--- src/common/owt_cfg.svh ---
`ifndef OWT_CFG_SVH
`define OWT_CFG_SVH

// ============================================================
// field widths
// ============================================================
`define OWT_ADDR_W      7
`define OWT_DATA_W      8
// write flag on top of the address
`define OWT_CMD_W       (`OWT_ADDR_W + 1)
`define OWT_CRC_W       8

// frame layout, in symbols
`define OWT_SYNC_BITS   4
`define OWT_TAIL_BITS   4

// clock cycles per half-bit on the wire
`define OWT_HALF_CYC    12

// crc-8, init value zero
`define OWT_CRC_POLY    8'h07

// register read by every watchdog frame
`define OWT_ADC_ADDR    7'h7F

`endif

--- src/common/owt_pkg.sv ---
`default_nettype none

`include "owt_cfg.svh"

package owt_pkg;

    typedef logic [`OWT_ADDR_W-1:0] owt_addr_t;
    typedef logic [`OWT_DATA_W-1:0] owt_data_t;
    // msb set means write
    typedef logic [`OWT_CMD_W-1:0]  owt_cmd_t;
    typedef logic [`OWT_CRC_W-1:0]  owt_crc_t;

    typedef logic [3:0] owt_cnt_t;
    typedef logic [$clog2(`OWT_HALF_CYC)-1:0] owt_half_cnt_t;

    typedef enum logic [2:0] {
        st_idle,
        st_sync_head,
        st_sync_tail,
        st_cmd,
        st_data,
        st_crc,
        st_end_tail
    } owt_seq_st_e;

endpackage

`default_nettype wire

--- src/common/owt_req_if.sv ---
`timescale 1ns/1ps
`default_nettype none

// one granted frame, arbiter to sequencer
interface owt_req_if import owt_pkg::*; ();

    logic      start;
    owt_cmd_t  cmd;
    logic      has_data;
    owt_data_t data;
    logic      busy;

    modport arb (output start, output cmd, output has_data, output data, input busy);

    modport seq (input start, input cmd, input has_data, input data, output busy);

endinterface

`default_nettype wire

--- src/common/owt_sym_if.sv ---
`timescale 1ns/1ps
`default_nettype none

// one symbol at a time, sequencer to line encoder
interface owt_sym_if ();

    logic vld;
    logic level;
    // high: manchester bit, low: one raw half-period
    logic mcst;
    logic done;

    modport seq (output vld, output level, output mcst, input done);

    modport enc (input vld, input level, input mcst, output done);

endinterface

`default_nettype wire

--- src/owt_frame/owt_crc8.sv ---
`timescale 1ns/1ps
`default_nettype none

`include "owt_cfg.svh"

module owt_crc8 import owt_pkg::*; (
    input  wire logic i_clk,
    input  wire logic i_rst_n,
    input  wire logic i_clear,
    input  wire logic i_bit_vld,
    input  wire logic i_bit,
    output owt_crc_t  o_crc
);

    owt_crc_t crc_q;
    logic     fb;

    // serial lfsr, msb first
    assign fb = crc_q[`OWT_CRC_W-1] ^ i_bit;

    always_ff @(posedge i_clk or negedge i_rst_n) begin
        if (!i_rst_n) begin
            crc_q <= '0;
        end else if (i_clear) begin
            crc_q <= '0;
        end else if (i_bit_vld) begin
            crc_q <= {crc_q[`OWT_CRC_W-2:0], 1'b0} ^ (fb ? owt_crc_t'(`OWT_CRC_POLY) : '0);
        end
    end

    assign o_crc = crc_q;

endmodule

`default_nettype wire

--- src/owt_frame/owt_frame_seq.sv ---
`timescale 1ns/1ps
`default_nettype none

`include "owt_cfg.svh"

module owt_frame_seq import owt_pkg::*; (
    input  wire logic i_clk,
    input  wire logic i_rst_n,
    owt_req_if.seq    req_if,
    owt_sym_if.seq    sym_if,
    output owt_cmd_t  o_last_cmd
);

    localparam int FIELD_IDX_W = $clog2(`OWT_CMD_W);
    localparam int TAIL_IDX_W  = $clog2(`OWT_TAIL_BITS);
    // high, high, low, low
    localparam logic [`OWT_TAIL_BITS-1:0] TAIL_PAT = 4'b1100;

    owt_seq_st_e st_q;
    owt_seq_st_e st_d;
    owt_cnt_t    bit_cnt;
    owt_cnt_t    field_last;
    owt_cnt_t    bit_idx;
    logic        cur_bit;
    logic        field_end;
    logic        crc_bit_vld;
    owt_crc_t    crc;

    // ============================================================
    // field length and current bit
    // ============================================================
    always_comb begin
        unique case (st_q)
            st_sync_head: field_last = owt_cnt_t'(`OWT_SYNC_BITS - 1);
            st_sync_tail: field_last = owt_cnt_t'(`OWT_TAIL_BITS - 1);
            st_cmd:       field_last = owt_cnt_t'(`OWT_CMD_W - 1);
            st_data:      field_last = owt_cnt_t'(`OWT_DATA_W - 1);
            st_crc:       field_last = owt_cnt_t'(`OWT_CRC_W - 1);
            st_end_tail:  field_last = owt_cnt_t'(`OWT_TAIL_BITS - 1);
            default:      field_last = '0;
        endcase
    end

    // msb first
    assign bit_idx = field_last - bit_cnt;

    always_comb begin
        unique case (st_q)
            st_sync_tail: cur_bit = TAIL_PAT[bit_idx[TAIL_IDX_W-1:0]];
            st_cmd:       cur_bit = req_if.cmd[bit_idx[FIELD_IDX_W-1:0]];
            st_data:      cur_bit = req_if.data[bit_idx[FIELD_IDX_W-1:0]];
            st_crc:       cur_bit = crc[bit_idx[FIELD_IDX_W-1:0]];
            st_end_tail:  cur_bit = TAIL_PAT[bit_idx[TAIL_IDX_W-1:0]];
            // sync head is all zeros
            default:      cur_bit = 1'b0;
        endcase
    end

    assign field_end = sym_if.done & (bit_cnt == field_last);

    // ============================================================
    // frame FSM
    // ============================================================
    always_comb begin
        st_d = st_q;
        unique case (st_q)
            st_idle: begin
                if (req_if.start) begin
                    st_d = st_sync_head;
                end
            end
            st_sync_head: begin
                if (field_end) begin
                    st_d = st_sync_tail;
                end
            end
            st_sync_tail: begin
                if (field_end) begin
                    st_d = st_cmd;
                end
            end
            st_cmd: begin
                if (field_end) begin
                    // watchdog frames carry no data field
                    st_d = req_if.has_data ? st_data : st_crc;
                end
            end
            st_data: begin
                if (field_end) begin
                    st_d = st_crc;
                end
            end
            st_crc: begin
                if (field_end) begin
                    st_d = st_end_tail;
                end
            end
            st_end_tail: begin
                if (field_end) begin
                    st_d = st_idle;
                end
            end
            default: st_d = st_idle;
        endcase
    end

    always_ff @(posedge i_clk or negedge i_rst_n) begin
        if (!i_rst_n) begin
            st_q    <= st_idle;
            bit_cnt <= '0;
        end else begin
            st_q <= st_d;
            if (sym_if.done) begin
                bit_cnt <= field_end ? '0 : bit_cnt + owt_cnt_t'(1);
            end
        end
    end

    always_ff @(posedge i_clk or negedge i_rst_n) begin
        if (!i_rst_n) begin
            o_last_cmd <= '0;
        end else if (field_end && st_q == st_end_tail) begin
            o_last_cmd <= req_if.cmd;
        end
    end

    // ============================================================
    // symbol out and crc feed
    // ============================================================
    assign sym_if.vld   = (st_q != st_idle);
    assign sym_if.level = cur_bit;
    assign sym_if.mcst  = (st_q == st_sync_head) | (st_q == st_cmd) |
                          (st_q == st_data) | (st_q == st_crc);
    assign req_if.busy  = (st_q != st_idle);

    assign crc_bit_vld = sym_if.done & ((st_q == st_cmd) | (st_q == st_data));

    owt_crc8 u_crc8 (
        .i_clk     (i_clk),
        .i_rst_n   (i_rst_n),
        .i_clear   (req_if.start),
        .i_bit_vld (crc_bit_vld),
        .i_bit     (cur_bit),
        .o_crc     (crc)
    );

endmodule

`default_nettype wire

--- src/owt_tx_arb.sv ---
`timescale 1ns/1ps
`default_nettype none

`include "owt_cfg.svh"

module owt_tx_arb import owt_pkg::*; (
    input  wire logic      i_clk,
    input  wire logic      i_rst_n,
    input  wire logic      i_spi_owt_wr_req,
    input  wire logic      i_spi_owt_rd_req,
    input  wire owt_addr_t i_spi_owt_addr,
    input  wire owt_data_t i_spi_owt_data,
    input  wire logic      i_wdg_owt_adc_req,
    output logic           o_owt_spi_ack,
    output logic           o_owt_wdg_adc_ack,
    owt_req_if.arb         req_if
);

    logic spi_req;
    logic grant_ok;
    logic spi_grant;
    logic wdg_grant;

    assign spi_req   = i_spi_owt_wr_req | i_spi_owt_rd_req;
    // no new grant while a frame runs or one is being handed over
    assign grant_ok  = ~req_if.busy & ~req_if.start;
    assign spi_grant = grant_ok & spi_req;
    assign wdg_grant = grant_ok & ~spi_req & i_wdg_owt_adc_req;

    always_ff @(posedge i_clk or negedge i_rst_n) begin
        if (!i_rst_n) begin
            o_owt_spi_ack     <= 1'b0;
            o_owt_wdg_adc_ack <= 1'b0;
            req_if.has_data   <= 1'b0;
        end else begin
            o_owt_spi_ack     <= spi_grant;
            o_owt_wdg_adc_ack <= wdg_grant;
            if (spi_grant | wdg_grant) begin
                req_if.has_data <= spi_grant;
            end
        end
    end

    // frame payload, captured at grant
    always_ff @(posedge i_clk) begin
        if (spi_grant) begin
            // a read request wins over a write flag
            req_if.cmd  <= {~i_spi_owt_rd_req, i_spi_owt_addr};
            req_if.data <= i_spi_owt_data;
        end else if (wdg_grant) begin
            req_if.cmd  <= {1'b0, owt_addr_t'(`OWT_ADC_ADDR)};
        end
    end

    assign req_if.start = o_owt_spi_ack | o_owt_wdg_adc_ack;

endmodule

`default_nettype wire

--- src/owt_line_enc.sv ---
`timescale 1ns/1ps
`default_nettype none

`include "owt_cfg.svh"

module owt_line_enc import owt_pkg::*; (
    input  wire logic i_clk,
    input  wire logic i_rst_n,
    owt_sym_if.enc    sym_if,
    output logic      o_line
);

    localparam owt_half_cnt_t HALF_LAST = owt_half_cnt_t'(`OWT_HALF_CYC - 1);

    owt_half_cnt_t half_cnt;
    // second half of a manchester bit
    logic          phase;
    logic          half_end;

    assign half_end    = sym_if.vld & (half_cnt == HALF_LAST);
    assign sym_if.done = half_end & (~sym_if.mcst | phase);

    // ============================================================
    // half-bit stretch
    // ============================================================
    always_ff @(posedge i_clk or negedge i_rst_n) begin
        if (!i_rst_n) begin
            half_cnt <= '0;
            phase    <= 1'b0;
        end else if (!sym_if.vld) begin
            half_cnt <= '0;
            phase    <= 1'b0;
        end else if (half_end) begin
            half_cnt <= '0;
            phase    <= sym_if.mcst & ~phase;
        end else begin
            half_cnt <= half_cnt + owt_half_cnt_t'(1);
        end
    end

    // manchester 1 is high then low, 0 is low then high
    // idle line stays high
    assign o_line = sym_if.vld ? (sym_if.level ^ (sym_if.mcst & phase)) : 1'b1;

endmodule

`default_nettype wire

--- src/owt_tx_top.sv ---
`timescale 1ns/1ps
`default_nettype none

module owt_tx_top import owt_pkg::*; (
    input  wire logic      i_clk,
    input  wire logic      i_rst_n,

    input  wire logic      i_spi_owt_wr_req,
    input  wire logic      i_spi_owt_rd_req,
    input  wire owt_addr_t i_spi_owt_addr,
    input  wire owt_data_t i_spi_owt_data,
    output logic           o_owt_spi_ack,

    input  wire logic      i_wdg_owt_adc_req,
    output logic           o_owt_wdg_adc_ack,

    output logic           o_lv_hv_owt_tx,
    output owt_cmd_t       o_owt_last_tx_cmd
);

    owt_req_if u_req_if ();
    owt_sym_if u_sym_if ();

    owt_tx_arb u_arb (
        .i_clk             (i_clk),
        .i_rst_n           (i_rst_n),
        .i_spi_owt_wr_req  (i_spi_owt_wr_req),
        .i_spi_owt_rd_req  (i_spi_owt_rd_req),
        .i_spi_owt_addr    (i_spi_owt_addr),
        .i_spi_owt_data    (i_spi_owt_data),
        .i_wdg_owt_adc_req (i_wdg_owt_adc_req),
        .o_owt_spi_ack     (o_owt_spi_ack),
        .o_owt_wdg_adc_ack (o_owt_wdg_adc_ack),
        .req_if            (u_req_if.arb)
    );

    owt_frame_seq u_frame_seq (
        .i_clk      (i_clk),
        .i_rst_n    (i_rst_n),
        .req_if     (u_req_if.seq),
        .sym_if     (u_sym_if.seq),
        .o_last_cmd (o_owt_last_tx_cmd)
    );

    owt_line_enc u_line_enc (
        .i_clk   (i_clk),
        .i_rst_n (i_rst_n),
        .sym_if  (u_sym_if.enc),
        .o_line  (o_lv_hv_owt_tx)
    );

endmodule

`default_nettype wire

--- config.mk ---
export PLATFORM = sky130hd
export DESIGN_NAME = owt_tx_top
export DESIGN_NICKNAME = d
export VERILOG_FILES = /design/src/common/owt_pkg.sv /design/src/common/owt_req_if.sv /design/src/common/owt_sym_if.sv /design/src/owt_frame/owt_crc8.sv /design/src/owt_frame/owt_frame_seq.sv /design/src/owt_tx_arb.sv /design/src/owt_line_enc.sv /design/src/owt_tx_top.sv
export VERILOG_INCLUDE_DIRS = /design/src /design/src/common
export SDC_FILE = /design/constraint.sdc
export NUM_CORES = 1
export LEC_CHECK = 0
export ABC_AREA = 0
export BUFFER_PORTS_ARGS = -buffer_cell sky130_fd_sc_hd__buf_2
export CORE_ASPECT_RATIO = 0.9
export CORE_UTILIZATION = 49
export CTS_CLUSTER_DIAMETER = 150
export DETAILED_ROUTE_END_ITERATION = 6
export GPL_TIMING_DRIVEN = 1
export HOLD_SLACK_MARGIN = 0.06
export PLACE_DENSITY = 0.7
export SLEW_MARGIN = 30
export SYNTH_ARGS = -nofsm -noshare
export SYNTH_HDL_FRONTEND = slang
export SYNTH_SLANG_ARGS = --single-unit
--- constraint.sdc ---
create_clock -name i_clk -period 10.7 [get_ports i_clk]
set_clock_uncertainty 0.05 [all_clocks]
set_input_delay 1.07 -clock i_clk [delete_from_list [all_inputs] [get_ports i_clk]]
set_output_delay 1.07 -clock i_clk [all_outputs]
set_load 0.005 [all_outputs]
Word level (Yosys, flattened, before mapping). Index checks and enable logic that the tools add are counted.

Add/sub/neg operators: 3. Magnitude comparators: 2. Equal/unequal tests: 16. Muxes and demuxes: 30. Bitwise gates (word level): 27. Reductions and logical operators: 9.

Operators by type and width (count): 2-to-1 mux 8 bit (4); 2-to-1 mux 3 bit (8); one-hot mux 3 bit (7 select lines) (1); inequality test 2 x 1 -> 1 bit (second input constant) (7); 2-to-1 mux 4 bit (3); bitwise AND 1 bit (10); binary-select mux 1 bit (select 3 bit) (3); == test 3 bit (second input constant) (3); adder 4 x 1 -> 4 bit (second input constant) (2); 2-to-1 mux 1 bit (8); OR 1 bit (8); XOR 8 x 3 -> 8 bit (1); AND reduction 7 bit (1); == test 3 x 2 -> 1 bit (second input constant) (2); NOT 1 bit (6); one-hot mux 3 bit (2 select lines) (1); OR reduction 3 bit (2); == test 4 x 3 -> 1 bit (1); == test 4 bit (second input constant) (1); less-than comparator 3 x 4 -> 1 bit (second input constant) (1); one-hot mux 1 bit (4 select lines) (1); nonzero test 2 bit (2); == test 3 x 1 -> 1 bit (second input constant) (1); logical NOT 3 bit (1); other kinds (8) (9).

Register bits after elaboration: 47. Bits of input ports: 20. Word-level logic and storage cells: 98.

Depth between registers and ports, before layout. Gate-level depths: netlist (run 1).

Depth after elaboration: 12. Gate-level depth with buffers: 12.

Cells and area by module. A second synthesis (run 1) with hierarchy kept.

Cells, all modules: 187. Area total of the unflattened synthesis: 2359.8 um^2.

Modules (own cells, without submodules): owt_frame_seq (instances 1, cells an instance 89, area each 1033.5 um^2, seq. area each 375.4 um^2); owt_tx_arb (instances 1, cells an instance 39, area each 679.4 um^2, seq. area each 555.5 um^2); owt_crc8 (instances 1, cells an instance 32, area each 372.9 um^2, seq. area each 200.2 um^2); owt_line_enc (instances 1, cells an instance 27, area each 274.0 um^2, seq. area each 125.1 um^2).

Worst setup path after synthesis (run 1). No wires, ideal clock.

Kind: reg-to-output. Start point: reg u_frame_seq.st_q[0]. End point: out o_lv_hv_owt_tx. Data arrival time: 3.616 ns. Data required time: 9.580 ns. Slack: 5.964 ns. Stages on the path, launching flop included: 13. Path buffers: 1. Cells stage by stage: dfrtp_1 -> buf_1 -> nor3_1 -> a21oi_1 -> inv_1 -> ha_1 -> fa_1 -> mux4_2 -> a221oi_1 -> a21oi_1 -> mux2i_1 -> a21oi_1 -> or4_1.

Word-level cells in the longest chain between the ends: 9.

RTL lines: start, declared (RTL line owt_frame_seq.sv:19) `owt_seq_st_e st_q;`; start signal, assigned (RTL line owt_frame_seq.sv:109) `st_q <= st_idle;`; start signal, assigned (RTL line owt_frame_seq.sv:112) `st_q <= st_d;`; == test 3 x 2 -> 1 bit (tied with other cells) (RTL line owt_frame_seq.sv:33, owt_frame_seq.sv:48); OR reduction 3 bit (no line); one-hot mux 3 bit (2 select lines) (RTL line owt_frame_seq.sv:33) `unique case (st_q)`; subtractor 3 bit (RTL line owt_frame_seq.sv:45) `assign bit_idx = field_last - bit_cnt;`; binary-select mux 1 bit (select 3 bit) (tied with other cells) (RTL line owt_frame_seq.sv:52) `st_crc: cur_bit = crc[bit_idx[FIELD_IDX_W-1:0]];`; 2-to-1 mux 1 bit, on equally long branches; one-hot mux 1 bit (4 select lines) (RTL line owt_frame_seq.sv:48) `unique case (st_q)`; XOR 1 bit (RTL line owt_line_enc.sv:43) `assign o_line = sym_if.vld ? (sym_if.level ^ (sym_if.mcst & phase)) : 1'b1;`; 2-to-1 mux 1 bit (*) (RTL line owt_line_enc.sv:43); end, declared (RTL line owt_tx_top.sv:17) `output logic o_lv_hv_owt_tx,`.

Every way passes the cells marked *; elsewhere a longest branch is shown, timed or not. The select of a mux whose other input is x is not followed.

Worst setup path after layout (run 1). Ends and elaborated chain as after synthesis.

==> summary.md, run 1 <==
| Metric | Value |
|---|---|
| Mapped cell area | 2290 µm² |
| Sequential area share after synthesis | 54.7% |
| Synthesized area per cell | 13.1 µm² |
| Post-synth EDFFs | 16 |
| Total CTS buffers | 5 |
| Worst min-delay path category | reg -> reg |
| Die area | 4960 µm² |
| Starting Density | 51.4% |
| Post-CTS setup buffer count | 0 |
| Worst-path cell chain | nor3_2 > a21oi_1 > inv_1 > ha_1 > fa_1 > mux4_2 > a221oi_1 > a21oi_1 > mux2i_1 > a21oi_1 > or4_1 > buf_2 |
| Initial DRC count | 66 |
| Total track usage | 20.2% |
| Pin count of the biggest net entering global routing | 32 |
| Final instance area | 2600 µm² |
| Final core utilization | 58.3% |
| Clock H-tree levels | 2 |
| I/O Pins | 31 |
| Commonest non-fill, non-tap cell in the layout | dfrtp_1 |
| Area Growth Syn to Fin | 13.4% |
| Slew headroom | 46.8% |
| Syn Nets | 200 |
| Commonest non-fill, non-tap cells in the layout | dfrtp_1 (31), buf_2 (30), edfxtp_1 (16) |
| Multi-input logic area | 1010 µm² |
| Die Wd | 74.1 µm |
| Hpwl dp | 3.34 mm |
| Post-Route WL | 4.43 mm |
| Initial antenna violation count | 0 |
| CTS tree | done |
| Pwr/cell area | 151 nW/µm² |
| First-pass iteration count of the detailed router | 4 |
| Antenna-violating nets left | 0 |
| Seq cells post-synth | 47 |
| Cts hold-fix bufs | 0 |
| Vias in the first global route | 1,460 |
| Root Buffer | clkbuf_8 |
| Reg power frac | 54.6% |
| Max Fclk | 183 MHz |
| CP Buf/Inv Count | 2 |
| Pwr Total | 392 µW |
| Final #Nets | 230 |
| Crit path DAT | 4.35 ns |
| Internal Power | 281 µW |
| Post-synth ARST share | 66.0% |
| Hold violation total from the final report | 0 |
| Vias per Instance | 5.55 |
| Main synth FF type | dfrtp_1 |
| RSZ-0062 raised after global routing | no |
| Lkg Pwr | 0.00114 µW |
| Net Switching | 110 µW |
| Port Buffers | 30 |
| Synth Instances | 175 |
| Critical path's slowest cell | dfrtp_1 |
| Status | finished, final reports clean |
| CTS clk-pin slew, worst paths | 0.09 ns |
| Warnings, synthesis | 0 |
| Clock sink count | 47 |
| DRC | 0 |
| Setup TNS | 0 ns |
| Synth top area share | 33.8% |
| Endpoints failing setup | 0 |
| Post-CTS Resized | 0 |
| Cell taking the most area after synthesis | dfrtp_1 |
| Crit. End Element | primary output |
| Slew at the pin closest to its max-slew limit | 0.791 ns |
| Setup crit start kind | register |
| Comb pwr share | 16.5% |
| Max layer used | met4 |
| Row cnt | 23 |
| Max-Cap Viols | 0 |
| Gpl congestion | 0.828 |
| Synth area leaders | dfrtp_1 (34%), edfxtp_1 (21%), mux4_2 (5.9%) |
| Synth unique cells | 43 |
| Fin. max-slew vios | 0 |
| Fin crit period | 5.47 ns |
| Proportion of layout cells with a drive suffix above 1 | 29.1% |
| Global-route wire length before repair | 7.25 mm |
| Fin crit share | 51.1% |
| Switch share | 28.2% |
| Family with the most delay on the worst path | simple AND/OR/NAND/NOR gates |
| Max FO, Critical Path | 14 |
| Clk_lat worst skew | 0.31 ns |
| Clock Power Share | 28.9% |
| Diode count | 0 |
| Placed inst area | 2500 µm² |
| Metal-1 WL | 2.12 mm |
| Max incr delay on CP | 0.57 ns |
| Routed length per instance | 16.5 µm |
| Longest Clk Path Bufs | 2 |
| Grt ovf | 0 |
| Fin Hold WS | 0.431 ns |
| Worst path required time | 9.58 ns |
| Crit Path Category | reg -> out |
| Number of fill cells | 356 |
| Cell mode on critical path | a21oi_1 |
| Chip Height | 66.9 µm |
| Vias | 1,487 |
| Sequential cell area | 1260 µm² |
| Metal3 WL | 175 µm |
| Peak VDD IR | 0.0935 mV |
| Routed met2 length | 2.05 mm |
| Core region area | 4460 µm² |
## synth_stat cells, drive strengths merged, types with 2 or more instances
| master | number |
|---|---|
| a21o | 2 |
| a21oi | 11 |
| a221oi | 2 |
| a22o | 8 |
| and3b | 2 |
| buf | 2 |
| clkbuf | 5 |
| dfrtp | 31 |
| edfxtp | 16 |
| ha | 4 |
| inv | 4 |
| mux2 | 8 |
| mux2i | 5 |
| mux4 | 6 |
| nand2 | 7 |
| nand2b | 9 |
| nand3 | 2 |
| nor2 | 8 |
| nor2b | 6 |
| nor3 | 5 |
| nor3b | 2 |
| nor4 | 2 |
| o21a | 2 |
| o21ai | 5 |
| o221a | 2 |
| or3 | 2 |
| xnor2 | 4 |
| xor2 | 3 |
## layer usage
layer | vias to the layer above | global-route usage (%)
li1 | 713 | -
met1 | 731 | 28.5
met2 | 34 | 29.0
met3 | 9 | 4.69
met4 | 0 | 9.86
met5 | - | 0
## stage by stage
stage | instances | setup slack, ns
floorplan | 175 | 5.96
global placement | 260 | 5.46
detailed placement | 260 | 5.36
CTS | 268 | 4.98
global route | 268 | 4.94
finish | 268 | 5.23
## power groups by stage
stage / Clock (µW) / Sequential [µW] / Combinational (µW)
final: 113 / 214 / 64.7
after global routing: 123 / 216 / 70.8
after CTS: 117 / 214 / 65.3
after detailed placement: 0 / 218 / 64.9
after global placement: 0 / 216 / 59.8
after floorplan: 0 / 211 / 50.8
## state kept, by name, indices dropped and copies added, names as in the netlist
signal / cells
u_arb.req_if.cmd: 8
u_arb.req_if.data: 8
u_frame_seq.o_last_cmd: 8
u_frame_seq.u_crc8.o_crc: 8
u_frame_seq.bit_cnt: 4
u_line_enc.half_cnt: 4
u_frame_seq.st_q: 3
u_arb.o_owt_spi_ack: 1
u_arb.o_owt_wdg_adc_ack: 1
u_arb.req_if.has_data: 1
u_line_enc.phase: 1
## path summary, 6_finish.rpt
check | start | to | slack (ns) | cells after the start
max | u_frame_seq.st_q[0] | o_lv_hv_owt_tx | 5.23 | 12
min | u_line_enc.half_cnt[0] | u_line_enc.half_cnt[0] | 0.43 | 1
max reg2reg | u_frame_seq.st_q[0] | u_frame_seq.u_crc8.o_crc[2] | 6.84 | 11
min reg2reg | u_line_enc.half_cnt[0] | u_line_enc.half_cnt[0] | 0.43 | 1
max in group asynchronous | i_rst_n | u_frame_seq.st_q[2] | 9.42 | 1
min in group asynchronous | i_rst_n | u_frame_seq.bit_cnt[0] | 0.74 | 1
## layout make-up
| class | instances | share of cell area (%) |
|---|---|---|
| Timing Repair Buffer | 30 | 5.77 |
| Inverter | 4 | 0.577 |
| Tap cell | 62 | 2.98 |
| Clock buffer | 5 | 2.65 |
| Multi-Input combinational cell | 117 | 38.7 |
| Clock inverter | 3 | 1.06 |
| Sequential cell | 47 | 48.3 |
## cell families after synthesis
| family | Yosys count | synth area share, % |
|---|---|---|
| buffers and inverters | 11 | 1.91 |
| xor gates and xnor gates | 8 | 3.65 |
| DFF | 47 | 54.7 |
| muxes | 19 | 12.0 |
| AOI/OAI and AO/OA | 36 | 12.0 |
| adders and majority gates | 6 | 3.49 |
| and+or+nand+nor | 48 | 12.2 |
Power figures use the tool's default switching activity.
==> inputs of run 2 (changes only) <==
clock period = 5.1 ns   (was 10.7 ns; I/O delays follow)
==> run 2 against run 1 <==
Die area unchanged. Highest routed layer unchanged. Sequential share of layout area decreased by 0.093 points. Critical path type unchanged. Register-to-register slack worse by 5.4 ns. Largest power group unchanged.
==> summary.md, run 2 (synthesis results as in run 1) <==
| Metric | Value |
|---|---|
| Setup crit start kind | register |
| Fin crit share | 89.1% |
| Cts hold-fix bufs | 0 |
| Starting Density | 51.4% |
| Pwr/cell area | 312 nW/µm² |
| Worst path required time | 4.54 ns |
| Antenna-violating nets left | 0 |
| Endpoints failing setup | 0 |
| Die Wd | 74.1 µm |
| Clock Power Share | 28.1% |
| Hpwl dp | 3.28 mm |
| Internal Power | 587 µW |
| Die area | 4960 µm² |
| Initial DRC count | 69 |
| Comb pwr share | 16.7% |
| Pin count of the biggest net entering global routing | 32 |
| Crit path DAT | 3.98 ns |
| First-pass iteration count of the detailed router | 4 |
| DRC | 0 |
| Vias | 1,512 |
| Clock sink count | 47 |
| Total CTS buffers | 5 |
| Root Buffer | clkbuf_8 |
| Worst setup margin | 0.556 ns |
| Clk_lat worst skew | 0.31 ns |
| Crit Path Category | reg -> out |
| Slew headroom | 43.4% |
| Slew at the pin closest to its max-slew limit | 0.849 ns |
| Reg power frac | 55.1% |
| Place WS | 0.882 ns |
| Chip Height | 66.9 µm |
| Core region area | 4460 µm² |
| Status | finished, final reports clean |
| Grt ovf | 0 |
| Post-CTS Resized | 0 |
| Max FO, Critical Path | 17 |
| I/O Pins | 31 |
| Max Fclk | 220 MHz |
| Hold violation total from the final report | 0 |
| Total track usage | 20.6% |
| RSZ-0062 raised after global routing | no |
| Longest Clk Path Bufs | 2 |
| Routed length per instance | 16.7 µm |
| Port Buffers | 30 |
| Fin. max-slew vios | 0 |
| Commonest non-fill, non-tap cells in the layout | dfrtp_1 (31), buf_2 (30), edfxtp_1 (16) |
| Post-Route WL | 4.50 mm |
| Global-route wire length before repair | 7.32 mm |
| Post-CTS setup buffer count | 0 |
| CTS tree | done |
| Final #Nets | 232 |
| Net Switching | 225 µW |
| Worst min-delay path category | in -> async |
| Max-Cap Viols | 0 |
| Row cnt | 23 |
| CTS clk-pin slew, worst paths | 0.09 ns |
| Switch share | 27.7% |
| Fin crit period | 4.54 ns |
| Commonest non-fill, non-tap cell in the layout | dfrtp_1 |
| Diode count | 0 |
| Initial antenna violation count | 0 |
| Setup TNS | 0 ns |
| Area Growth Syn to Fin | 13.6% |
| Peak VDD IR | 0.261 mV |
| Gpl congestion | 0.794 |
| Vias in the first global route | 1,489 |
| Vias per Instance | 5.60 |
| Proportion of layout cells with a drive suffix above 1 | 29.3% |
| Lkg Pwr | 0.00116 µW |
| Clock H-tree levels | 2 |
| Crit. End Element | primary output |
==> run 2: layout make-up <==
type                            count  area, µm²
Inverter                            4       15.0
Tap cell                           62       77.6
Clock buffer                        5       68.8
Timing Repair Buffer               32        165
Fill cell                         365       1850
Sequential cell                    47       1260
Clock inverter                      3       22.5
Multi-Input combinational cell    117       1000
==> run 2: power by group through the flow <==
stage	clock network [µW]	registers [µW]	logic [µW]
after floorplan	0	443	107
after global placement	0	453	128
after detailed placement	0	457	137
after CTS	234	448	139
after global routing	248	454	154
final	229	448	136
==> run 2: final timing paths <==
kind	start	to	slack, ns	cells past startpoint
max in group asynchronous	i_rst_n	u_frame_seq.st_q[1]	4.37	1
min in group i_clk	i_spi_owt_data[1]	u_arb.req_if.data[1]	0.32	1
worst min-delay path	i_rst_n	u_frame_seq.bit_cnt[1]	0.18	1
worst max-delay path	u_frame_seq.st_q[1]	o_lv_hv_owt_tx	0.56	12
worst max register to register	u_frame_seq.st_q[1]	u_frame_seq.u_crc8.o_crc[2]	1.45	12
worst min register to register	u_line_enc.half_cnt[0]	u_line_enc.half_cnt[0]	0.43	1
==> run 2: per-stage QoR <==
step / std cells / util [%] / cell area (µm²) / hold slack, ns / power (µW)
after floorplan: 175 / - / 2290 / 0.164 / 550
after global placement: 262 / 56.2 / 2510 / 0.401 / 580
after detailed placement: 262 / 56.4 / 2510 / 0.428 / 594
after CTS: 270 / 58.4 / 2610 / 0.216 / 821
after global routing: 270 / 58.4 / 2610 / 0.227 / 856
final: 270 / 58.4 / 2610 / 0.182 / 813
==> run 2: critical path: stages (launching register included) <==
cell,delay [ns]
dfrtp_1,0.56
and2_1,0.24
a21oi_1,0.20
inv_1,0.11
ha_1,0.20
fa_1,0.72
mux4_2,0.36
a221oi_1,0.32
a21oi_1,0.07
mux2i_1,0.24
a21oi_1,0.07
or4_1,0.46
buf_2,0.14
==> run 2: routing by layer <==
layer,vias up,GRT usage (%),share of wire (%)
li1,720,-,-
met1,755,26.6,45
met2,30,33.1,50
met3,7,4.24,3.2
met4,0,9.62,1.3
met5,-,0,0
